$ cat src/logic/lvdcPkg.sv
package lvdcPkg;

    localparam int syllableBits = 13;
    localparam int addrBits     = 8;
    localparam int selBits      = 4;
    localparam int selLines     = 16;
    localparam int bitTimes     = 14;
    localparam int cntBits      = $clog2(bitTimes + 1);

    // a stored word is the 13 data bits with the parity bit below them.
    typedef struct packed {
        logic [syllableBits-1:0] data;
        logic                    parity;
    } syllable_t;

    typedef enum logic {
        opLoad  = 1'b0,
        opStore = 1'b1
    } memOp_t;

    typedef struct packed {
        memOp_t              op;
        logic [addrBits-1:0] addr;
    } memCmd_t;

    typedef struct packed {
        logic latchAddr;
        logic shiftIn;
        logic memWrite;
        logic memRead;
        logic loadXfer;
        logic shiftOut;
    } memCtl_t;

    // returns the bit that gives data plus parity an odd count of ones.
    function automatic logic oddParity(input logic [syllableBits-1:0] data);
        return ~(^data);
    endfunction

endpackage

$ cat src/logic/transferReg.sv
`timescale 1ns/10ps

module transferReg import lvdcPkg::*; (
    input  logic                    clk,
    input  logic                    rstN,
    input  memCtl_t                 ctl,
    input  logic                    din,
    input  logic [syllableBits-1:0] bufData,
    output logic [syllableBits-1:0] xferData,
    output logic                    dout
);

    logic [syllableBits-1:0] shiftQ;
    logic                    shiftBit;
    logic                    doShift;

    // serial data moves toward bit 0, so the first bit in ends up at bit 0
    // and bit 0 is always the next bit out.
    assign shiftBit = ctl.shiftIn ? din : 1'b0;
    assign doShift  = ctl.shiftIn || ctl.shiftOut;

    always_ff @(posedge clk or negedge rstN) begin
        if (!rstN) begin
            shiftQ <= '0;
        end else if (ctl.loadXfer) begin
            shiftQ <= bufData;
        end else if (doShift) begin
            shiftQ <= {shiftBit, shiftQ[syllableBits-1:1]};
        end
    end

    assign xferData = shiftQ;
    assign dout     = shiftQ[0];

endmodule

$ cat config.mk
export PLATFORM = sky130hd
export DESIGN_NAME = transferReg
export DESIGN_NICKNAME = d
export VERILOG_FILES = /design/src/logic/lvdcPkg.sv /design/src/logic/transferReg.sv
export SDC_FILE = /design/constraint.sdc
export NUM_CORES = 1
export LEC_CHECK = 0
export ABC_AREA = 1
export ABC_CLOCK_PERIOD_IN_PS = 1250
export BUFFER_PORTS_ARGS = -buffer_cell sky130_fd_sc_hd__buf_2
export CORE_AREA = 2 2 45 42
export DETAILED_ROUTE_END_ITERATION = 6
export DIE_AREA = 0 0 47 44
export PLACE_DENSITY = 0.81
export SETUP_SLACK_MARGIN = 0.1
export SYNTH_ARGS = -nofsm -noshare
export SYNTH_HDL_FRONTEND = slang
export SYNTH_SLANG_ARGS = --single-unit
$ cat constraint.sdc
create_clock -name clk -period 1.25 [get_ports clk]
set_input_delay 0.375 -clock clk [delete_from_list [all_inputs] [get_ports clk]]
set_output_delay 0.375 -clock clk [all_outputs]
set_load 0.03 [all_outputs]
### Word-level counts from Yosys, hierarchy flattened

Cells that the tools add are included.
Widths: inputs -> output; s select.

| word-level totals | value |
|---|---|
| register bits after elaboration | 13 |
| bits of input ports | 22 |

| cells by class | value |
|---|---|
| reductions and logical operators | 2 |
| mux-type cells | 3 |

Operators by type and width:

| kind | number |
|---|---|
| $mux 13 | 2 |
| $reduce_bool 2->1 | 1 |
| $logic_or 1x1->1 | 1 |
| $mux 1 | 1 |

### Longest topological paths before layout

| depth | value |
|---|---|
| word-level depth | 3 |
| depth in mapped cells | 6 |
| depth with buffers taken out | 5 |

### Worst setup path after synthesis

Ideal clock, no wire load.

| path | value |
|---|---|
| path type | register to output |
| start | register shiftQ[0] (netlist: xferData[0]) |
| end | output port xferData[0] |
| path slack | 154 ps |
| buffers on the path | 1 |
| stages on the path, launching flop included | 2 |
| data arrival time | 721 ps |
| cell sequence | dfrtp_1 buf_4 |

RTL lines:

| item | line | source |
|---|---|---|
| start, declared | transferReg.sv:13 | `logic [syllableBits-1:0] shiftQ;` |
| start signal, assigned | transferReg.sv:26 | `shiftQ <= bufData;` |
| start signal, assigned | transferReg.sv:28 | `shiftQ <= {shiftBit, shiftQ[syllableBits-1:1]};` |
| end, declared | transferReg.sv:9 | `output logic [syllableBits-1:0] xferData,` |

No word-level cell between the ends.

### Worst setup path after layout

| path | value |
|---|---|
| start | register shiftQ[0] (netlist: xferData[0]) |
| end | output port dout |

RTL lines:

| item | line | source |
|---|---|---|
| end, declared | transferReg.sv:10 | `output logic dout` |

No word-level cell between the ends.

==> flow_summary.toml <==
[synthesis]
ys_seq_area_share_pct = 45.69
syn-num-nets = 124
synth_seq_cells = 13
synthCells = 102
yosys_warnings = 0
syn_area_per_cell_sq_um = 6.980
yosysUniqueCellTypes = 10
syn_area_sq_um = 711.9

[global_route]
grt_util_met3_pct = 3.750
grt_util_met2_pct = 38.63
grt_usage_pct = 24.14
grt_pass1_vias = 875
grt.met1_usage_pct = 28.65
grt_max_degree = 14
grt_pass1_wl_microns = 3505
grt.overflow.total = 0
antenna_found_initial = 0
busiest_layer = "met2"

[sta]
slew_viol_final = 0
setup_violations = 0
period_needed_ns = 1.228
fin_worst_skew_ns = 0.002333
worst_pin_slew_ns = 0.3004
max_freq_mhz = 814.6
relSlewSlack_pct = 79.97
rsz0062_at_grt = "true"
period_share_pct = 98.21
finalHoldViolations = 0
layout_setup_ws_ns = 0.02239
timing.hold.ws_ns = 0.3768

[worst_setup_path]
cp_data_arrival_time_ns = 0.85
end_kind = "primary output"
path_class = "flop to primary output"
cpPeakStageDelay_ns = 0.42
crit_slowest_cell = "dfrtp_1"
path_cells = "buf_6"
cp.buffers_inverters = 1
cp.depth = 1
cp_max_fo = 3
cp_top_family = "flip-flops"
start_kind = "flop"
cp.required_ns = 0.88
r2r_cells = 6

[layout]
nets = 175
n_fill_cell = 129
num_antenna_cells = 0
largest_reg_flops = 13
layout-drive-gt1-share_pct = 37.50
final_util_pct = 69.49
area_delta_synth_final_pct = 57.29

[place]
dpl.hpwl_microns = 1355
globalplace.congestion = 0.7633
portBuffers = 32
dpl_worst_slack_ns = 0.1710

[floorplan]
floorplan.die.width_microns = 47
row_count = 14
start_util_pct = 44.18
die-height_microns = 44
core-area_sq_mm = 0.001612
ios = 36
dieArea_sq_mm = 0.002068

[cts]
max-clock-path-buffers = 2
cts_tree = "yes"
clk_latency_ns = 0.28
path_clk_slew_ns = 0.08
root_buffer = "clkbuf_4"
clock_sinks = 13
h-tree-depth = 1
cts_buffers = 3

[power_and_ir_drop]
p_sw_mw = 0.4420
power_density_mw_per_mm2 = 1125
combPwrFrac_pct = 38.6
power_leakage_nw = 0.6678
sw_frac_of_total_pct = 35.08
p_int_mw = 0.8180
pwr-share-clk_pct = 21.3
p_seq_share_pct = 40.0
ir_drop_uv = 766.7

[route]
postRouteAntennaNets = 0
firstDrtPassIters = 5
vias = 880
wl_per_cell_microns = 12.18
drtIter0Drc = 18
wl_microns = 2143
drt_drc_violations_left = 0
viasPerCell = 5.000

[flow_run]
max_cap_violations = 0

[outcome]
status = "completed"

[worst_hold_path]
hold_path_class = "input pin to flop"
holdPathStages = 5
what timing repair did:
item | 4_1_cts | 5_1_grt
gates resized for setup | 27 | 1
hold endpoints to repair | 13 | 0
pin swaps | 0 | 0
buffers inserted | 12 | 2
hold buffers | 1 | 0
endpoints found under the setup margin | 14 | 14
power groups by stage:
stage,Combinational (mW),Sequential [mW],Clock (mW)
final,0.487,0.505,0.269
after global placement,0.321,0.510,0
after global routing,0.522,0.509,0.285
after detailed placement,0.329,0.514,0
after CTS,0.465,0.505,0.266
after floorplan,0.120,0.605,0
worst paths after layout:
kind,slack [ns],to,startpoint
max,0.02,dout,xferData[0]
min,0.38,xferData[12],bufData[12]
max reg2reg,0.26,xferData[9],xferData[10]
min reg2reg,0.59,xferData[0],xferData[0]
max in group asynchronous,0.51,xferData[11],rstN
min in group asynchronous,0.51,xferData[7],rstN
cells by family (layout without fill, tap and decap cells):
kind of cell / count (synthesis) / after routing / synth area share, %
and+or+nand+nor: 80 / 80 / 45.87
DFF: 13 / 13 / 45.69
buffers and inverters: 9 / 59 / 8.435
final cells by class:
| cell class | instances | area [sq um] | area share (%) |
|---|---|---|---|
| clock buffer | 4 | 26.28 | 2.346 |
| inverter | 3 | 11.26 | 1.006 |
| multi-input combinational | 80 | 326.6 | 29.16 |
| sequential | 13 | 325.3 | 29.05 |
| tap | 24 | 30.03 | 2.682 |
| timing repair buffer | 52 | 400.4 | 35.75 |
per-layer routing:
layer / routed length (microns) / vias to the layer above
met5: 0 / -
li1: - / 410
met2: 1104 / 44
met4: 90 / 0
met1: 840 / 413
met3: 108 / 13
cell usage after synthesis (all sizes together):
library cell   n  area (sq um)
nand2         66         250.2
dfrtp         13         325.3
nand3         13         65.06
buf            6         48.79
inv            3         11.26
nor2           1         11.26
per-stage QoR:
step / power, mW / TNS [ns] / area, sq um / instances
2_1_floorplan: 0.7250 / 0 / 711.9 / 102
3_3_place_gp: 0.8303 / 0 / 890.9 / 157
3_5_place_dp: 0.8427 / 0 / 890.9 / 157
4_1_cts: 1.236 / 0 / 1101 / 174
5_1_grt: 1.317 / -0.0005532 / 1120 / 176
6_report: 1.260 / 0 / 1120 / 176
cell usage in the layout (no fill, tap or decap):
cell	synthesis	routed
buf_6	2	14
inv_2	1	1
clkbuf_1	0	1
nand2_2	1	1
clkbuf_4	0	3
buf_4	3	19
dlygate4sd3_1	0	1
nand2_1	65	65
nor2_4	1	1
nand3_1	13	13
buf_2	0	18
inv_1	2	2
dfrtp_1	13	13
No activity file was read; power rests on OpenSTA's default activity.
