[config.mk]
export PLATFORM = sky130hd
export DESIGN_NAME = addrDecode
export DESIGN_NICKNAME = d
export VERILOG_FILES = /design/src/logic/lvdcPkg.sv /design/src/logic/addrDecode.sv
export SDC_FILE = /design/constraint.sdc
export NUM_CORES = 1
export LEC_CHECK = 0
export ABC_CLOCK_PERIOD_IN_PS = 1200
export BUFFER_PORTS_ARGS = -buffer_cell sky130_fd_sc_hd__buf_2
export CAP_MARGIN = 10
export CORE_MARGIN = 3
export CORE_UTILIZATION = 40
export DETAILED_ROUTE_END_ITERATION = 12
export GPL_TIMING_DRIVEN = 0
export PLACE_DENSITY = 0.86
export SLEW_MARGIN = 30
export SYNTH_ARGS = -nofsm -noshare
export SYNTH_HDL_FRONTEND = slang
export SYNTH_SLANG_ARGS = --single-unit
[constraint.sdc]
create_clock -name clk -period 1.2 [get_ports clk]
set_input_delay 0.24 -clock clk [delete_from_list [all_inputs] [get_ports clk]]
set_output_delay 0.24 -clock clk [all_outputs]
set_load 0.05 [all_outputs]
[src/logic/lvdcPkg.sv]
package lvdcPkg;

    localparam int syllableBits = 13;
    localparam int addrBits     = 8;
    localparam int selBits      = 4;
    localparam int selLines     = 16;
    localparam int bitTimes     = 14;
    localparam int cntBits      = $clog2(bitTimes + 1);

    // a stored word is the 13 data bits with the parity bit below them.
    typedef struct packed {
        logic [syllableBits-1:0] data;
        logic                    parity;
    } syllable_t;

    typedef enum logic {
        opLoad  = 1'b0,
        opStore = 1'b1
    } memOp_t;

    typedef struct packed {
        memOp_t              op;
        logic [addrBits-1:0] addr;
    } memCmd_t;

    typedef struct packed {
        logic latchAddr;
        logic shiftIn;
        logic memWrite;
        logic memRead;
        logic loadXfer;
        logic shiftOut;
    } memCtl_t;

    // returns the bit that gives data plus parity an odd count of ones.
    function automatic logic oddParity(input logic [syllableBits-1:0] data);
        return ~(^data);
    endfunction

endpackage

[src/logic/addrDecode.sv]
`timescale 1ns/10ps

module addrDecode import lvdcPkg::*; (
    input  logic                clk,
    input  logic                rstN,
    input  memCtl_t             ctl,
    input  logic [addrBits-1:0] addr,
    output logic [selLines-1:0] xSel,
    output logic [selLines-1:0] ySel
);

    logic [addrBits-1:0] addrQ;
    logic [selBits-1:0]  xAddr;
    logic [selBits-1:0]  yAddr;

    always_ff @(posedge clk or negedge rstN) begin
        if (!rstN) begin
            addrQ <= '0;
        end else if (ctl.latchAddr) begin
            addrQ <= addr;
        end
    end

    assign xAddr = addrQ[selBits-1:0];
    assign yAddr = addrQ[addrBits-1:selBits];

    // one drive line per axis, like the core drivers of the X and Y matrix.
    always_comb begin
        xSel = '0;
        ySel = '0;
        for (int i = 0; i < selLines; i++) begin
            if (xAddr == selBits'(i)) begin
                xSel[i] = 1'b1;
            end
            if (yAddr == selBits'(i)) begin
                ySel[i] = 1'b1;
            end
        end
    end

endmodule

# Word level (Yosys, flattened, before mapping)
# Cells that the tools add are included.
# totals
wordCells,65
out_inout_bits,32
reg_bits,8
# classes
reduce_logical,2
muxes,32
n_eq_ne,30
# ops
cell,count
$eq 4x4->1 const B,16
$eq 4x3->1 const B,8
$mux 1,32
$eq 4x2->1 const B,4
$eq 4x1->1 const B,2
$logic_not 4->1,2

# Logic depth before layout (Yosys ltp)
# logic_depth
word_depth,2
ltp_mapped,2

# Worst setup path before layout
# OpenSTA, ideal clock, no wires.
# synth_path
path_type,register -> output
startpoint,register addrQ[5]
endpoint,output port ySel[0]
path_slack_ns,-0.592
stages_incl_launch_ff,3
path_buffers,1
t_arrival_ns,1.552
required_ns,0.960
path_cell_list,dfrtp_1 > buf_4 > nor4_2
# synth_between
elab_chain_cells,2
# synth_lines
item,line_no,rtl
from (decl),addrDecode.sv:12,logic [addrBits-1:0] addrQ;
from (signal assigned),addrDecode.sv:20,addrQ <= addr;
$logic_not 4->1,addrDecode.sv:35,if (yAddr == selBits'(i)) begin
$mux 1,addrDecode.sv:35,
to (decl),addrDecode.sv:9,output logic [selLines-1:0] ySel
# No other way between the ends.

# Worst setup path in the final report
# layout_path
startpoint,register addrQ[0]
endpoint,output port xSel[14]
# layout_between
elab_chain_cells,2
# layout_lines
item,line_no,rtl
$eq 4x4->1,addrDecode.sv:32,if (xAddr == selBits'(i)) begin
$mux 1,addrDecode.sv:32,
to (decl),addrDecode.sv:8,"output logic [selLines-1:0] xSel,"
# No other way between the ends.

==> reports/qor.txt <==
antenna viol nets, final: 0
P_leak: 0.6915 nW
largest family of logic cells by synthesized area: simple AND/OR/NAND/NOR gates
dpl ws: -244.3 ps
worst hold slack: 213.5 ps
syn nets: 73
failing checks: setup timing
worst-path fanout max: 7
Total Nets Final: 135
area added between synthesis and finish: 112.2%
Slowest cell on crit path: dfrtp_2
gpl congestion: 0.6522
CTS Root Cell: clkbuf_4
share of power burned in registers: 24.7%
First-pass DRT Iterations: 4
count of final hold-check violations: 0
Distinct cells, synth: 10
Arr. time, crit path: 1390 ps
sw frac: 42.13%
Yosys warnings: 0
crit path capture type: output port
Max Freq: 613.1 MHz
Synth Cell Area: 748.2 sq um
worst clock skew: 0 ps
cell chain of the critical path: buf_4, and4b_1, buf_6
Seq cells post-synth: 8
critical path type: flip-flop to output port
Worst Path Buf+Inv: 2
post-synth top area cell: dfrtp_1
Post-DP Area: 1110 sq um
die area: 2426 sq um
Initial DRC Count: 17
I/O Buffers: 41
WL/cell: 20.99 microns
worst skew pair latency: 260 ps
CTS clk-pin slew, worst paths: 60 ps
worst setup margin: -431.0 ps
post-synthesis mux area share: 12.04%
I/O pin cnt: 48
Routed WL: 2.981 mm
GRT overflow: 0
Largest Register: addrQ
Max VDD drop: 0.0007936 V
Final setup viols: 32
post-synthesis sequential area ratio: 26.76%
Gate Count Post-Synth: 57
Synth Area in Compound Gates: 0%
combinational power share: 60.1%
clock sink total: 8
Startpoint Class: flip-flop
Max transition margin: 84.56%
CTS Buf Count: 3
CTS tree: built
max FFs per register: 8
P_sw: 606.5 uW
post-synth top area share: 26.76%
Post-Synth Simple-Gate Area: 52.51%
Max Cap Viol: 0
via count: 776
Period minus WS final: 1631 ps
power density over the cells: 906.8 nW/um^2
delay-heaviest family, CP: flip-flops
fillcell total: 63
HP Class: primary input to flip-flop
critical path required time: 960 ps
layout cell share with drive strength beyond 1: 97.44%
antenna cells: 0
largest net degree at the start of global routing: 11
PnR Total Power: 1.440 mW
synthesized area per cell: 13.13 sq um
Cell Int Power: 833.3 uW
post-route cell area: 1588 sq um
Via density: 5.465
Max Slew Vio Count: 0
Clock Power Share: 15.2%
largest registers: addrQ: 8 flops
outcome: finished, violations left
Total Routing Usage GR: 22.86%
first-pass GRT wire length: 4.340 mm
initial antenna violation count: 0
vias in the first global route: 815
XOR/XNOR Fraction of Synth Area: 0%
Tcrit/Tclk final: 135.9%
RSZ-0062 raised after global routing: true
Slew @ Worst Pin: 230.6 ps
drc violations: 0
largest stage delay on the critical path: 500 ps
adder-cell share of the synthesized area: 0%
Initial Util: 42.87%
Die Ht: 49.25 microns
FP Rows: 15
Area contributors post-synth: dfrtp_1 (27%), and4bb_2 (18%), nor4b_2 (16%), mux2_2 (12%), and4b_1 (11%)
core box area: 1745 sq um
H-Tree Level Count: 1
die width: 49.25 microns
Max Buffers Root-to-Sink: 2
Detail Placement HPWL: 1.427 mm
per-layer routing:
layer	vias up	routed length, microns	GRT usage [%]
met1	381	1269	30.34
met4	0	46	7.109
li1	359	-	-
met2	30	1539	38.39
met3	6	125	2.446
met5	-	0	0
synthesized netlist by cell type (all sizes together):
| cell | number |
|---|---|
| mux2 | 8 |
| and4 | 2 |
| nor4 | 2 |
| buf | 9 |
| and4bb | 12 |
| and4b | 8 |
| nor4b | 8 |
| dfrtp | 8 |
power groups by stage:
stage	registers [mW]	clock network [mW]	logic (mW)
after global routing	0.359	0.236	0.899
final	0.356	0.219	0.865
after detailed placement	0.354	0	0.599
after CTS	0.345	0.217	0.783
after global placement	0.346	0	0.587
after floorplan	0.335	0	0.499
layout by cell type, fill, tap and decap left out, types with 3 or more instances in the layout:
| cell | instances |
|---|---|
| and4b_2 | 4 |
| and4bb_2 | 12 |
| buf_2 | 10 |
| buf_4 | 5 |
| buf_6 | 35 |
| buf_8 | 12 |
| clkbuf_4 | 3 |
| dfrtp_2 | 8 |
| mux2_2 | 8 |
| nor4b_4 | 8 |
layout make-up:
| class | count | area, sq um | area share [%] |
|---|---|---|---|
| multi-input combinational | 40 | 586.8 | 36.96 |
| timing repair buffer | 57 | 613.1 | 38.61 |
| clock buffer | 3 | 22.52 | 1.418 |
| buffer | 9 | 123.9 | 7.801 |
| sequential | 8 | 210.2 | 13.24 |
| tap | 25 | 31.28 | 1.970 |
timing repair:
action	in CTS	in global routing
pin swaps	6	7
buffers inserted	12	2
resized for setup	85	15
hold buffers	1	0
setup endpoints to repair	32	32
gates cloned	0	1
hold endpoints to repair	8	0
final timing paths:
path	cells past startpoint	slack, ps	endpoint	start
max in group asynchronous	2	640	addrQ[3]	rstN
setup / recovery	3	-430	xSel[14]	addrQ[0]
hold / removal	2	210	addrQ[5]	addr[5]
min in group asynchronous	2	370	addrQ[0]	rstN
hold reg to reg	2	760	addrQ[2]	addrQ[2]
setup reg to reg	2	150	addrQ[0]	addrQ[0]
metrics by stage:
stage | util (%) | cells | TNS [ps]
detailed placement | 63.58 | 123 | -5710
global route | 90.97 | 142 | -12400
floorplan | - | 57 | -3500
CTS | 85.45 | 139 | -10170
finish | 90.97 | 142 | -11200
global placement | 63.58 | 123 | -4551
logic make-up (layout without fill, tap and decap cells):
group | Yosys count | in the layout
flip-flops | 8 | 8
buffers and inverters | 9 | 69
multiplexers | 8 | 8
AND/OR/NAND/NOR | 32 | 32
No activity file was read; power rests on OpenSTA's default activity.
