===== config.mk =====
export PLATFORM = sky130hd
export DESIGN_NAME = memTiming
export DESIGN_NICKNAME = d
export VERILOG_FILES = /design/src/logic/lvdcPkg.sv /design/src/logic/memTiming.sv
export SDC_FILE = /design/constraint.sdc
export NUM_CORES = 1
export LEC_CHECK = 0
export BUFFER_PORTS_ARGS = -buffer_cell sky130_fd_sc_hd__buf_2
export CELL_PAD_IN_SITES_DETAIL_PLACEMENT = 1
export CELL_PAD_IN_SITES_GLOBAL_PLACEMENT = 2
export CORE_UTILIZATION = 31
export DETAILED_ROUTE_END_ITERATION = 8
export GPL_ROUTABILITY_DRIVEN = 1
export GPL_TIMING_DRIVEN = 0
export PLACE_DENSITY = 0.8
export SYNTH_ARGS = -nofsm -noshare
export SYNTH_HDL_FRONTEND = slang
export SYNTH_SLANG_ARGS = --single-unit

===== constraint.sdc =====
create_clock -name clk -period 2.65 [get_ports clk]
set_input_delay 0.265 -clock clk [delete_from_list [all_inputs] [get_ports clk]]
set_output_delay 0.265 -clock clk [all_outputs]
set_load 0.01 [all_outputs]

===== src/logic/lvdcPkg.sv =====
package lvdcPkg;

    localparam int syllableBits = 13;
    localparam int addrBits     = 8;
    localparam int selBits      = 4;
    localparam int selLines     = 16;
    localparam int bitTimes     = 14;
    localparam int cntBits      = $clog2(bitTimes + 1);

    // a stored word is the 13 data bits with the parity bit below them.
    typedef struct packed {
        logic [syllableBits-1:0] data;
        logic                    parity;
    } syllable_t;

    typedef enum logic {
        opLoad  = 1'b0,
        opStore = 1'b1
    } memOp_t;

    typedef struct packed {
        memOp_t              op;
        logic [addrBits-1:0] addr;
    } memCmd_t;

    typedef struct packed {
        logic latchAddr;
        logic shiftIn;
        logic memWrite;
        logic memRead;
        logic loadXfer;
        logic shiftOut;
    } memCtl_t;

    // returns the bit that gives data plus parity an odd count of ones.
    function automatic logic oddParity(input logic [syllableBits-1:0] data);
        return ~(^data);
    endfunction

endpackage


===== src/logic/memTiming.sv =====
`timescale 1ns/10ps

module memTiming import lvdcPkg::*; (
    input  logic    clk,
    input  logic    rstN,
    input  logic    cmdStrobe,
    input  memCmd_t cmd,
    output memCtl_t ctl,
    output logic    busy,
    output logic    done,
    output logic    doutValid
);

    logic [cntBits-1:0] bitCnt;
    logic [cntBits-1:0] nextCnt;
    memOp_t             opQ;
    memOp_t             nextOp;
    logic               nextBusy;
    logic               accept;
    logic               finish;
    logic               isStore;
    logic               isLoad;
    logic               nextValid;
    memCtl_t            nextCtl;

    assign accept = cmdStrobe && !busy;
    assign finish = busy && (bitCnt == cntBits'(bitTimes - 1));

    // bitCnt holds the number of the last edge, counted from the accepting edge.
    always_comb begin
        nextCnt  = bitCnt;
        nextBusy = busy;
        nextOp   = opQ;
        if (accept) begin
            nextCnt  = '0;
            nextBusy = 1'b1;
            nextOp   = cmd.op;
        end else if (busy) begin
            nextCnt  = bitCnt + 1'b1;
            nextBusy = !finish;
        end
    end

    assign isStore = nextBusy && (nextOp == opStore);
    assign isLoad  = nextBusy && (nextOp == opLoad);

    // the address latch stays open while idle, so it closes on the very edge
    // that accepts the strobe and the selects are settled for a read at edge 1.
    always_comb begin
        nextCtl.latchAddr = !nextBusy;
        nextCtl.shiftIn   = isStore && (nextCnt <= cntBits'(syllableBits - 1));
        nextCtl.memWrite  = isStore && (nextCnt == cntBits'(bitTimes - 1));
        nextCtl.memRead   = isLoad && (nextCnt == cntBits'(0));
        nextCtl.loadXfer  = isLoad && (nextCnt == cntBits'(1));
        nextCtl.shiftOut  = isLoad && (nextCnt >= cntBits'(2));
    end

    // the last serial bit is still valid in the cycle that carries done.
    assign nextValid = (nextOp == opLoad) && (nextBusy || finish)
                       && (nextCnt >= cntBits'(2));

    always_ff @(posedge clk or negedge rstN) begin
        if (!rstN) begin
            bitCnt    <= '0;
            opQ       <= opLoad;
            busy      <= 1'b0;
            done      <= 1'b0;
            doutValid <= 1'b0;
            ctl       <= '0;
        end else begin
            bitCnt    <= nextCnt;
            opQ       <= nextOp;
            busy      <= nextBusy;
            done      <= finish;
            doutValid <= nextValid;
            ctl       <= nextCtl;
        end
    end

endmodule


* Word-level counts from Yosys, hierarchy flattened *
Cells that the tools add are included.

operators by class
  add/subtract/negate cells = 1
  order comparisons = 2
  eq/ne operators = 3
  muxes and demuxes = 5
  bitwise gates (word level) = 1
  reductions and logical operators = 16

operator list
  cell                   number
  $logic_and A1 B1 Y1    11
  $eq A4 B4 Y1 const B   2
  $mux W4                2
  $add A4 B1 Y4 const B  1
  $eq A4 B1 Y1 const B   1
  $ge A4 B2 Y1 const B   1
  $le A4 B4 Y1 const B   1
  $logic_not A4 Y1       1
  $logic_not A1 Y1       3
  $mux W1                3
  $logic_or A1 B1 Y1     1
  $not A1 Y1             1

storage, ports and cells
  bits in registers = 14
  output and inout bits = 9
  word-level logic and storage cells = 39

* Depth between registers and ports, before layout *
  word-level depth = 8
  mapped depth = 7
  depth with buffers taken out = 7

* Worst setup path after synthesis *
Ideal clock, no wire load.

  kind = flip-flop to flip-flop
  from = reg bitCnt[0]
  to = reg ctl[1] in the netlist's numbering
  library setup time = 80 ps
  arrival = 1399 ps
  data required time = 2570 ps
  path slack = 1171 ps
  stages on the path, launching flop included = 6
  clock period less this slack = 1479 ps
  path through = dfrtp_1 -> ha_1 -> xnor2_1 -> mux2i_2 -> or2_1 -> nor3b_2

RTL lines
  what                    RTL line         RTL
  start, declared         memTiming.sv:14  logic [cntBits-1:0] bitCnt;
  start signal, assigned  memTiming.sv:71  bitCnt <= nextCnt;
  end signal, assigned    memTiming.sv:76  ctl <= nextCtl;
  end, declared           memTiming.sv:8   output memCtl_t ctl,

==> metrics.cfg <==
[cells_and_area]
fillers=246
nets=88
finalNonFillerCells=100
seqCellArea_sq_um=350
multiInputGateArea_sq_um=274
antenna_cells=0
syn_to_final_growth_pct=21.7
fin_util=0.401
drive_above_1_share=0.315

[synthesis]
ys_types=26
synth-seq-cells=14
synth_top_cell_by_area=dfrtp_1
synthesis.nets=70
yosysTopAreaCellShare=0.542
netlist_area_sq_um=647
syn_inst=56
syn_avg_cell_area_sq_um=11.6
synth_area_leaders=dfrtp_1, ha_1, nand2b_1
yosysWarnings=0
ys_seq_area_frac=0.542

[drt]
drtPass1Iterations=2
vias=480
first_iter_violations=8
vias_per_cell=4.80
totalWireLength_um=1290
avgRoutedWirePerCell_um=12.9
drc=0
ant_nets=0

[setup_path]
cp.arrival_ps=1880
startpoint=bitCnt[0]$_DFF_PN0_
start_kind=register
crit_required_ps=2850
r2r_cells=5
cp_max_fo=9
cp-end-kind=register
path_class=register to register
worstReg2RegStart=bitCnt[0]$_DFF_PN0_

[global_route]
antenna_found_initial=0
grt_pass1_vias=482
gr-total-overflow=0
grt_max_degree=15
grtUsageTotal=0.141
grt_pass1_wl_um=2120

[clock_tree]
cts_repair_resize_count=0
hold_buffers=1
clk_pin_slew_worst_paths_ps=90
clk_latency_ps=280
cts.sinks=14
cts_tree=yes
cts_buffer_depth=2
numCtsBuffers=3
postCtsSetupBuffers=0
clk_root_buffer_cell=clkbuf_4
htree_levels=1

[placed_design]
place.gp.congestion=0.778
numPlacedInstances=95
io_buffers=12
hpwl_um=993

[flow_run]
maxCapViolations=0

[floorplan]
die-height_um=47.7
die_area_sq_mm=0.00227
start_util=0.330
ios=21
core_sq_mm=0.00196
fp.dieW_um=47.7
placementRows=16

[outcome]
outcome=finished, final reports clean

[sta]
max_slew.worst_pin.slew_ps=342
hold_viol=0
fin_crit_sh=0.633
fin_crit_ps=1680
finalSetupTns_ps=0
slew_viol_final=0
relSlewSlack=0.770
fin_skew_ps=11.1
setup_viol=0
fmaxAchievable_mhz=596
rsz0062_at_grt=no

[pwr]
irDropWorstVdd_mv=0.485
cellLeakagePower_nw=0.395
power.total_mw=1.04
powerDensity_mw_per_mm2=1320

[hold_path]
min_from=cmd[8]
min_path_cells=3
hp-class=input port to register

## kinds of logic after synthesis
| logic type | Yosys count | share of synthesized area |
|---|---|---|
| and+or+nand+nor | 24 | 0.221 |
| DFF | 14 | 0.542 |
| AOI/OAI and AO/OA | 6 | 0.0851 |
| buffers and inverters | 5 | 0.0348 |
| muxes | 3 | 0.0522 |
| xor gates and xnor gates | 2 | 0.0271 |
| adders and majority gates | 2 | 0.0387 |
## layout by cell type (no fill, tap or decap), drive strengths merged
| cell | count |
|---|---|
| o32ai | 1 |
| o31ai | 2 |
| nand4 | 2 |
| or2 | 1 |
| nand2 | 6 |
| o21ai | 1 |
| inv | 4 |
| a211oi | 1 |
| o221ai | 1 |
| dfrtp | 14 |
| and3 | 1 |
| ha | 2 |
| mux2i | 3 |
| nand2b | 4 |
| nor3b | 2 |
| and4 | 1 |
| nor2 | 3 |
| xnor2 | 2 |
| buf | 13 |
| nor3 | 2 |
| and2 | 1 |
| or3b | 1 |
| dlygate4sd3 | 1 |
| clkbuf | 4 |
## path summary, 6_finish.rpt
path	endpoint	slack (ps)
setup / recovery	ctl[1]$_DFF_PN0_	970
hold / removal	opQ$_DFF_PN0_	280
setup reg to reg	ctl[1]$_DFF_PN0_	970
hold reg to reg	doutValid$_DFF_PN0_	470
max in group asynchronous	ctl[2]$_DFF_PN0_	2010
min in group asynchronous	bitCnt[3]$_DFF_PN0_	400
## metal layers
metal | up-vias | GRT usage | share of wire
met4 | 0 | 0.0333 | 0
met1 | 239 | 0.179 | 0.44
met5 | - | 0 | 0
li1 | 228 | - | -
met3 | 0 | 0.0679 | 0.056
met2 | 13 | 0.216 | 0.50
## final cells by class
class,instances,share of cell area
inverters,4,0.0191
repair buffers,13,0.0890
flip-flops and latches,14,0.445
well taps,27,0.0429
plain buffers,1,0.00954
clock buffers,4,0.0461
multi-input cells,37,0.348
## per-stage QoR
step,area (sq um),hold WS [ps],setup WS (ps)
after global placement,741,172,1040
after CTS,787,272,958
after floorplan,647,-30.6,1170
final,787,277,973
after detailed placement,741,179,1000
after global routing,787,267,880
## Yosys cell counts, drive strengths merged
master	n
o31ai	2
nor3	2
and4	1
nor2	3
nand4	2
mux2i	3
o32ai	1
ha	2
o21ai	1
xnor2	2
nor3b	2
nand2b	4
or2	1
inv	4
and2	1
dfrtp	14
nand2	6
a211oi	1
or3b	1
buf	1
and3	1
o221ai	1
## flip-flops by register name (all words and copies together), names as in the netlist
name	flops
doutValid	1
busy	1
ctl	6
done	1
bitCnt	4
opQ	1
## worst max-delay path, cell delays in order, from the launching register on
cell     delay (ps)
dfrtp_1         490
ha_1            260
xnor2_1         230
mux2i_2         150
or2_1           280
nor3b_2         180
## power breakdown
group / internal (mW) / switching [mW] / total [mW]
combinational: 0.221 / 0.279 / 0.500
clock: 0.0836 / 0.0686 / 0.152
sequential: 0.306 / 0.0822 / 0.388
total: 0.611 / 0.430 / 1.04
Power figures use the tool's default switching activity.
