`src/logic/lvdcPkg.sv`:
```
package lvdcPkg;

    localparam int syllableBits = 13;
    localparam int addrBits     = 8;
    localparam int selBits      = 4;
    localparam int selLines     = 16;
    localparam int bitTimes     = 14;
    localparam int cntBits      = $clog2(bitTimes + 1);

    // a stored word is the 13 data bits with the parity bit below them.
    typedef struct packed {
        logic [syllableBits-1:0] data;
        logic                    parity;
    } syllable_t;

    typedef enum logic {
        opLoad  = 1'b0,
        opStore = 1'b1
    } memOp_t;

    typedef struct packed {
        memOp_t              op;
        logic [addrBits-1:0] addr;
    } memCmd_t;

    typedef struct packed {
        logic latchAddr;
        logic shiftIn;
        logic memWrite;
        logic memRead;
        logic loadXfer;
        logic shiftOut;
    } memCtl_t;

    // returns the bit that gives data plus parity an odd count of ones.
    function automatic logic oddParity(input logic [syllableBits-1:0] data);
        return ~(^data);
    endfunction

endpackage

```
`src/logic/bufferReg.sv`:
```
`timescale 1ns/10ps

module bufferReg import lvdcPkg::*; (
    input  logic                    clk,
    input  logic                    rstN,
    input  memCtl_t                 ctl,
    input  logic [syllableBits-1:0] xferData,
    input  syllable_t               rdSyl,
    output syllable_t               wrSyl,
    output logic [syllableBits-1:0] bufData,
    output logic                    parErr
);

    logic [syllableBits-1:0] bufQ;
    logic                    rdBad;

    // the parity bit is generated on the way into the core.
    always_comb begin
        wrSyl.data   = xferData;
        wrSyl.parity = oddParity(xferData);
    end

    assign rdBad = (rdSyl.parity != oddParity(rdSyl.data));

    always_ff @(posedge clk) begin
        if (ctl.memRead) begin
            bufQ <= rdSyl.data;
        end
    end

    // the flag keeps the result of the last read until the next one.
    always_ff @(posedge clk or negedge rstN) begin
        if (!rstN) begin
            parErr <= 1'b0;
        end else if (ctl.memRead) begin
            parErr <= rdBad;
        end
    end

    assign bufData = bufQ;

endmodule

```
`config.mk`:
```
export PLATFORM = sky130hd
export DESIGN_NAME = bufferReg
export DESIGN_NICKNAME = d
export VERILOG_FILES = /design/src/logic/lvdcPkg.sv /design/src/logic/bufferReg.sv
export SDC_FILE = /design/constraint.sdc
export NUM_CORES = 1
export LEC_CHECK = 0
export BUFFER_PORTS_ARGS = -buffer_cell sky130_fd_sc_hd__buf_2
export CAP_MARGIN = 20
export CORE_MARGIN = 1.5
export CORE_UTILIZATION = 34
export CTS_CLUSTER_SIZE = 10
export DETAILED_ROUTE_END_ITERATION = 10
export HOLD_SLACK_MARGIN = 0.05
export PLACE_DENSITY = 0.75
export SETUP_SLACK_MARGIN = 0.15
export SLEW_MARGIN = 0
export SYNTH_ARGS = -nofsm -noshare
export SYNTH_HDL_FRONTEND = slang
export SYNTH_SLANG_ARGS = --single-unit
```
`constraint.sdc`:
```
create_clock -name clk -period 0.8 [get_ports clk]
set_input_delay 0.04 -clock clk [delete_from_list [all_inputs] [get_ports clk]]
set_output_delay 0.04 -clock clk [all_outputs]
set_load 0.005 [all_outputs]
```
# Yosys cells after proc, flatten, opt, wreduce, memory -nomap -nowiden
# Index checks and enable logic that the tools add are counted.
# totals
reg_bits,14
input_bits,35
out_inout_bits,28
elab_cells,7
# classes
eq_ne,1
bitwise_logic,2
reduce_logical,2
# ops
op,count
13-bit parity,2
1-bit inverter,2
1-bit inequality test,1

# Longest topological paths before layout
# Gate-level depths: netlist of run 1.
# logic_depth
depth_word,3
ltp_mapped,4
mapped_depth_nobuf,4

# Worst setup path after synthesis of run 1
# Ideal clock, no wire load.
# synth_path
path_type,input to register
start,input rdSyl[6] (netlist name)
end,register parErr
setup_ns,0.125
arrival_ns,1.152
required_ns,0.675
path_slack_ns,-0.477
cell_stages,4
path_cell_list,xnor2_1 > xnor3_1 > xnor3_1 > mux2_4
# synth_via
elab_chain_cells,3
# synth_rtl
element,line,rtl
"start, declared",bufferReg.sv:8,"input syllable_t rdSyl,"
13-bit parity,lvdcPkg.sv:37,return ~(^data);
1-bit inverter,lvdcPkg.sv:37,
1-bit inequality test,bufferReg.sv:23,assign rdBad = (rdSyl.parity != oddParity(rdSyl.data));
"end signal, assigned",bufferReg.sv:36,parErr <= rdBad;
"end, declared",bufferReg.sv:11,output logic parErr
# Every way passes these cells.
# A chain may end at the register's enable or synchronous reset.

# Final worst setup path of run 1
# layout_path
start,input rdSyl[11] (netlist name)
end,register parErr
# Same word-level chain as after synthesis.

==> flow_summary.json, run 1 <==
{
  "crit_fanout": 2,
  "gr-usage-all-layers_pct": 11.88,
  "dpl.hpwl_mm": 1.191,
  "fin_cells": 132,
  "syn2layout_area_growth_pct": 54.88,
  "fin_crit_ps": 975.7,
  "synth_seq_cells": 14,
  "drive_gt1_share_pct": 67.62,
  "slowest_delay_ps": 400,
  "drt_iter0_markers": 7,
  "regArea_um2": 415.4,
  "syn_area_um2": 757.0,
  "min_period_over_period_pct": 122.0,
  "p_leak_nw": 0.5564,
  "hold_viol": 10,
  "multi_input_area_um2": 304.0,
  "drt_wl_total_mm": 1.437,
  "clock-root-buffer": "clkbuf_4",
  "startpoint_type": "primary input",
  "reg2reg_depth": 1,
  "synth-edff-count": 13,
  "yosysUniqueCellTypes": 7,
  "rows": 16,
  "antenna_found_initial": 0,
  "syn-num-nets": 86,
  "gp_congestion": 0.6987,
  "grt_pass1_wl_mm": 2.214,
  "place_ws_ps": -492.5,
  "relSlewSlack_pct": 86.09,
  "timing.max_cap.violations": 0,
  "insertion_delay_ps": 270,
  "avgRoutedWirePerCell_um": 10.89,
  "critPathKind": "primary input to register",
  "vias_per_cell": 4.318,
  "yosysWarnings": 0,
  "num_vias": 570,
  "synth.top_cell.area_share_pct": 51.57,
  "core_area_um2": 2022,
  "fin_skew_ps": 0,
  "die_w_um": 50.19,
  "post_cts_buffers": 0,
  "ys_async_sr_fraction_pct": 7.143,
  "violations": "hold timing, setup timing",
  "antenna_left": 0,
  "min_path_type": "primary input to register",
  "syn-mean-instance-area_um2": 14.84,
  "worstPathCellList": "buf_2, xnor2_2, xnor2_1, xnor3_1, mux2_4",
  "setup_slack_ps": -175.7,
  "hold_depth": 1,
  "fmax_mhz": 1025,
  "power.density_nw_per_um2": 1704,
  "cts_buffers": 3,
  "grt_pass1_vias": 564,
  "finalSetupViolCount": 11,
  "finalMaxSlewViolations": 0,
  "overflow": 0,
  "arrival_ps": 1140,
  "grt_start_max_net_pins": 9,
  "cts.sinks": 14,
  "outcome": "finished with violations",
  "cts_tree": "done",
  "io_pins": 63,
  "die_area_um2": 2519,
  "n_fill_cell": 183,
  "start_util_pct": 37.44,
  "ys_seq_area_share_pct": 54.88,
  "timing.hold.ws_ps": -32.47,
  "die_h_um": 50.19,
  "crit_slowest_cell": "xnor3_1",
  "dp.cells": 124,
  "synth-main-ff-cell": "edfxtp_1",
  "clkSlewWorstSetupHoldPaths_ps": 80,
  "synthTopCellsByArea": "edfxtp_1 (52%), xnor2_1 (21%), buf_4 (13%), xnor3_1 (6.0%), xor2_1 (3.5%)",
  "synthCells": 51,
  "critPathCaptureType": "register",
  "n_antenna_cell": 0,
  "synthTopCellsByCount": "xnor2_1 (18), buf_4 (13), edfxtp_1 (13)",
  "drt-pass1-iter-count": 6,
  "required_ps": 960,
  "drc_errors": 0,
  "portBuffers": 57,
  "ctsLongestPathBuffers": 2,
  "nets": 141,
  "htreeDepth": 1,
  "p_total_mw": 1.997,
  "yosysMostFrequentCell": "xnor2_1",
  "worst_pin_slew_ps": 207.1,
  "rsz0062_at_grt": "true",
  "yosysTopAreaCell": "edfxtp_1",
  "peakVddDrop_uv": 709.3
}
-- worst paths after layout --
kind / startpoint / end / slack, ps
max: rdSyl[11] / parErr$_DFFE_PN0P_ / -180
min: rdSyl[10] / bufData[9]$_DFFE_PP_ / -30
max reg2reg: parErr$_DFFE_PN0P_ / parErr$_DFFE_PN0P_ / 30
min reg2reg: parErr$_DFFE_PN0P_ / parErr$_DFFE_PN0P_ / 540
max in group asynchronous: rstN / parErr$_DFFE_PN0P_ / 650
min in group asynchronous: rstN / parErr$_DFFE_PN0P_ / 70
-- registers in the layout, indices dropped and copies added (netlist names) --
signal	count
bufData	13
parErr	1
-- report_power, final --
part           internal [mW]  switching (mW)
logic                  0.434           0.242
registers              0.885          0.0286
clock network          0.193           0.215
total                   1.51           0.485
-- what timing repair did --
action | CTS | global route
hold endpoints to repair | 14 | 12
endpoints found under the setup margin | 16 | 17
resized for setup | 9 | 12
hold buffers | 2 | 2
pin swaps | 5 | 9
-- routing by layer --
layer  GRT usage [%]  vias up  routed length [um]
met1           12.04      263                 500
met3           1.786        0                 150
met5               0        -                   0
met2           23.25       43                 786
li1                -      264                   -
met4           5.556        0                   0
-- cells by family (layout without fill, tap and decap cells) --
group	count (synthesis)	after routing	synth area share [%]
XOR/XNOR	23	23	30.25
flip-flops	14	14	54.87
buffers and inverters	13	67	12.89
multiplexers	1	1	1.983
-- layout by cell type (no fill, tap or decap) --
cell            Yosys  final
buf_2               0     49
edfxtp_1           13     13
xnor2_1            18     12
xnor2_2             0      6
buf_6               0      6
clkbuf_4            0      3
dlygate4sd3_1       0      3
buf_4              13      3
xor2_2              0      2
xnor3_1             2      2
xor2_1              3      1
mux2_4              1      1
clkbuf_1            0      1
dlymetal6s4s_1      0      1
buf_8               0      1
dfrtp_1             1      1
-- metrics by stage --
step / hold slack [ps] / TNS (ps) / utilization (%) / instance area [um2]
after global placement: -182.4 / -608.1 / 49.50 / 1001
after CTS: -54.18 / -672.3 / 54.58 / 1104
after floorplan: -255.6 / -301.7 / - / 764.5
final: -32.47 / -480.8 / 57.98 / 1172
after detailed placement: -183.1 / -645.0 / 49.50 / 1001
after global routing: -44.37 / -1099 / 57.98 / 1172
-- critical path: cells and delay by family --
family | cells | cell delay [ps]
buffers and inverters | 1 | 120
xor gates and xnor gates | 3 | 710
muxes | 1 | 260
-- layout make-up --
type / count / area share, %
flip-flops and latches: 14 / 35.43
repair buffers: 63 / 33.51
multi-input cells: 24 / 25.93
well taps: 27 / 2.882
clock buffers: 4 / 2.241
No activity file was read; power rests on OpenSTA's default activity.
==> inputs of run 2 (changes only) <==
--- a/config.mk
+++ b/config.mk
@@ -7,5 +7,4 @@
 export LEC_CHECK = 0
 export BUFFER_PORTS_ARGS = -buffer_cell sky130_fd_sc_hd__buf_2
-export CAP_MARGIN = 20
 export CORE_MARGIN = 1.5
 export CORE_UTILIZATION = 34
==> constraint.sdc (replaced) <==
create_clock -name clk -period 0.8 [get_ports clk]
set_input_delay 0.2 -clock clk [delete_from_list [all_inputs] [get_ports clk]]
set_output_delay 0.2 -clock clk [all_outputs]
set_load 0.005 [all_outputs]
==> run 2 against run 1 <==
Against the previous run:
- the run ends with setup timing left
- die area stayed put
- final cell count is 0.76% lower
- via count is 3.7% lower
- clock power is 19% higher
- clock skew stayed put
- non-clock buffer count is 1 lower
- sequential power hardly changed
- sequential share of layout area is 0.19 points higher
- routed wire length is 0.97% lower
==> flow_summary.json, run 2 (same netlist as run 1, synthesis figures left out) <==
{
  "gp_congestion": 0.7020,
  "reg2reg_depth": 1,
  "antenna_found_initial": 0,
  "setup_slack_ps": -458.6,
  "hold_depth": 1,
  "top_layer_used": "met3",
  "nets": 140,
  "final_cell_area_um2": 1166,
  "rows": 16,
  "power.density_nw_per_um2": 1779,
  "grt_pass1_vias": 514,
  "clock-root-buffer": "clkbuf_4",
  "gr-usage-all-layers_pct": 12.08,
  "fmax_mhz": 794.6,
  "insertion_delay_ps": 270,
  "finish.utilization_pct": 57.67,
  "finalSetupViolCount": 16,
  "outcome": "finished with violations",
  "min_period_over_period_pct": 157.3,
  "num_vias": 549,
  "rsz0062_at_grt": "true",
  "antenna_left": 0,
  "arrival_ps": 1060,
  "n_antenna_cell": 0,
  "clkSlewWorstSetupHoldPaths_ps": 80,
  "relSlewSlack_pct": 83.90,
  "start_util_pct": 37.44,
  "drt_iter0_markers": 4,
  "tns_ps": -3155,
  "peakVddDrop_uv": 707.7,
  "overflow": 0,
  "core_area_um2": 2022,
  "critPathCaptureType": "primary output",
  "p_total_mw": 2.075,
  "mostFrequentLayoutCells": "buf_2 (50), edfxtp_1 (13), xnor2_1 (11)",
  "cts_buffers": 3,
  "fin_skew_ps": 0,
  "required_ps": 600,
  "critPathKind": "primary input to primary output",
  "grt_pass1_wl_mm": 2.166,
  "die_h_um": 50.19,
  "grt_start_max_net_pins": 9,
  "drive_gt1_share_pct": 72.12,
  "post_cts_buffers": 0,
  "route.met3.wl_um": 194,
  "crit_fanout": 2,
  "hold_viol": 0,
  "drc_errors": 0,
  "startpoint_type": "primary input",
  "largest_reg_flops": 13,
  "vias_per_cell": 4.191,
  "cts.sinks": 14,
  "dpl_cell_area_um2": 1016,
  "drt-pass1-iter-count": 2,
  "cts_tree": "done",
  "ctsLongestPathBuffers": 2,
  "wl_met2_um": 790,
  "syn2layout_area_growth_pct": 54.05,
  "finalMaxSlewViolations": 0,
  "timing.max_cap.violations": 0,
  "drt_wl_total_mm": 1.423,
  "htreeDepth": 1,
  "io_pins": 63,
  "die_area_um2": 2519,
  "die_w_um": 50.19,
  "final_common_cell": "buf_2",
  "violations": "setup timing",
  "p_leak_nw": 0.5541,
  "min_path_type": "primary input to register",
  "wl_met1_um": 438,
  "fin_crit_ps": 1259,
  "dpl.hpwl_mm": 1.196,
  "avgRoutedWirePerCell_um": 10.86,
  "portBuffers": 57,
  "worst_pin_slew_ps": 239.8
}
-- run 2: cell type report --
class / instances / area (um2)
clock buffers: 4 / 36.28
fillers: 176 / 855.8
multi-input cells: 24 / 311.5
flip-flops and latches: 14 / 415.4
well taps: 27 / 33.78
repair buffers: 62 / 369.1
-- run 2: final timing paths --
check                           slack, ps                from              endpoint
worst max-delay path                 -460         xferData[0]              wrSyl[0]
worst min-delay path                  110            rdSyl[8]  bufData[7]$_DFFE_PP_
worst max register to register         40  parErr$_DFFE_PN0P_    parErr$_DFFE_PN0P_
worst min register to register        530  parErr$_DFFE_PN0P_    parErr$_DFFE_PN0P_
max in group asynchronous             490                rstN    parErr$_DFFE_PN0P_
min in group asynchronous             220                rstN    parErr$_DFFE_PN0P_
-- run 2: worst max-delay path, stage by stage --
cell and delay (ps):
buf_8 100, xor2_2 160, xnor2_1 180, xnor2_1 160, xnor2_1 130, buf_2 130
-- run 2: where the power goes --
part	switching [mW]	internal (mW)	total (mW)
logic	0.247	0.430	0.677
clock network	0.210	0.276	0.486
registers	0.0273	0.885	0.912
-- run 2: through the flow --
stage,std cells,hold slack [ps],worst slack (ps)
2_1_floorplan,51,-95.59,-461.7
3_3_place_gp,126,-22.60,-624.2
3_5_place_dp,126,-21.18,-661.6
4_1_cts,131,101.8,-468.8
5_1_grt,131,84.36,-524.4
6_report,131,110.9,-458.6
-- run 2: routing by layer --
metal	vias up	GRT usage [%]
met3	0	4.762
li1	262	-
met5	-	0
met1	244	10.70
met4	0	5.556
met2	43	23.25
-- run 2: timing repair --
action | 4_1_cts | 5_1_grt
pin swaps | 9 | 7
resized for setup | 8 | 10
hold buffers | 1 | 0
endpoints found under the hold margin | 1 | 0
setup endpoints to repair | 16 | 16
gates cloned | 0 | 0
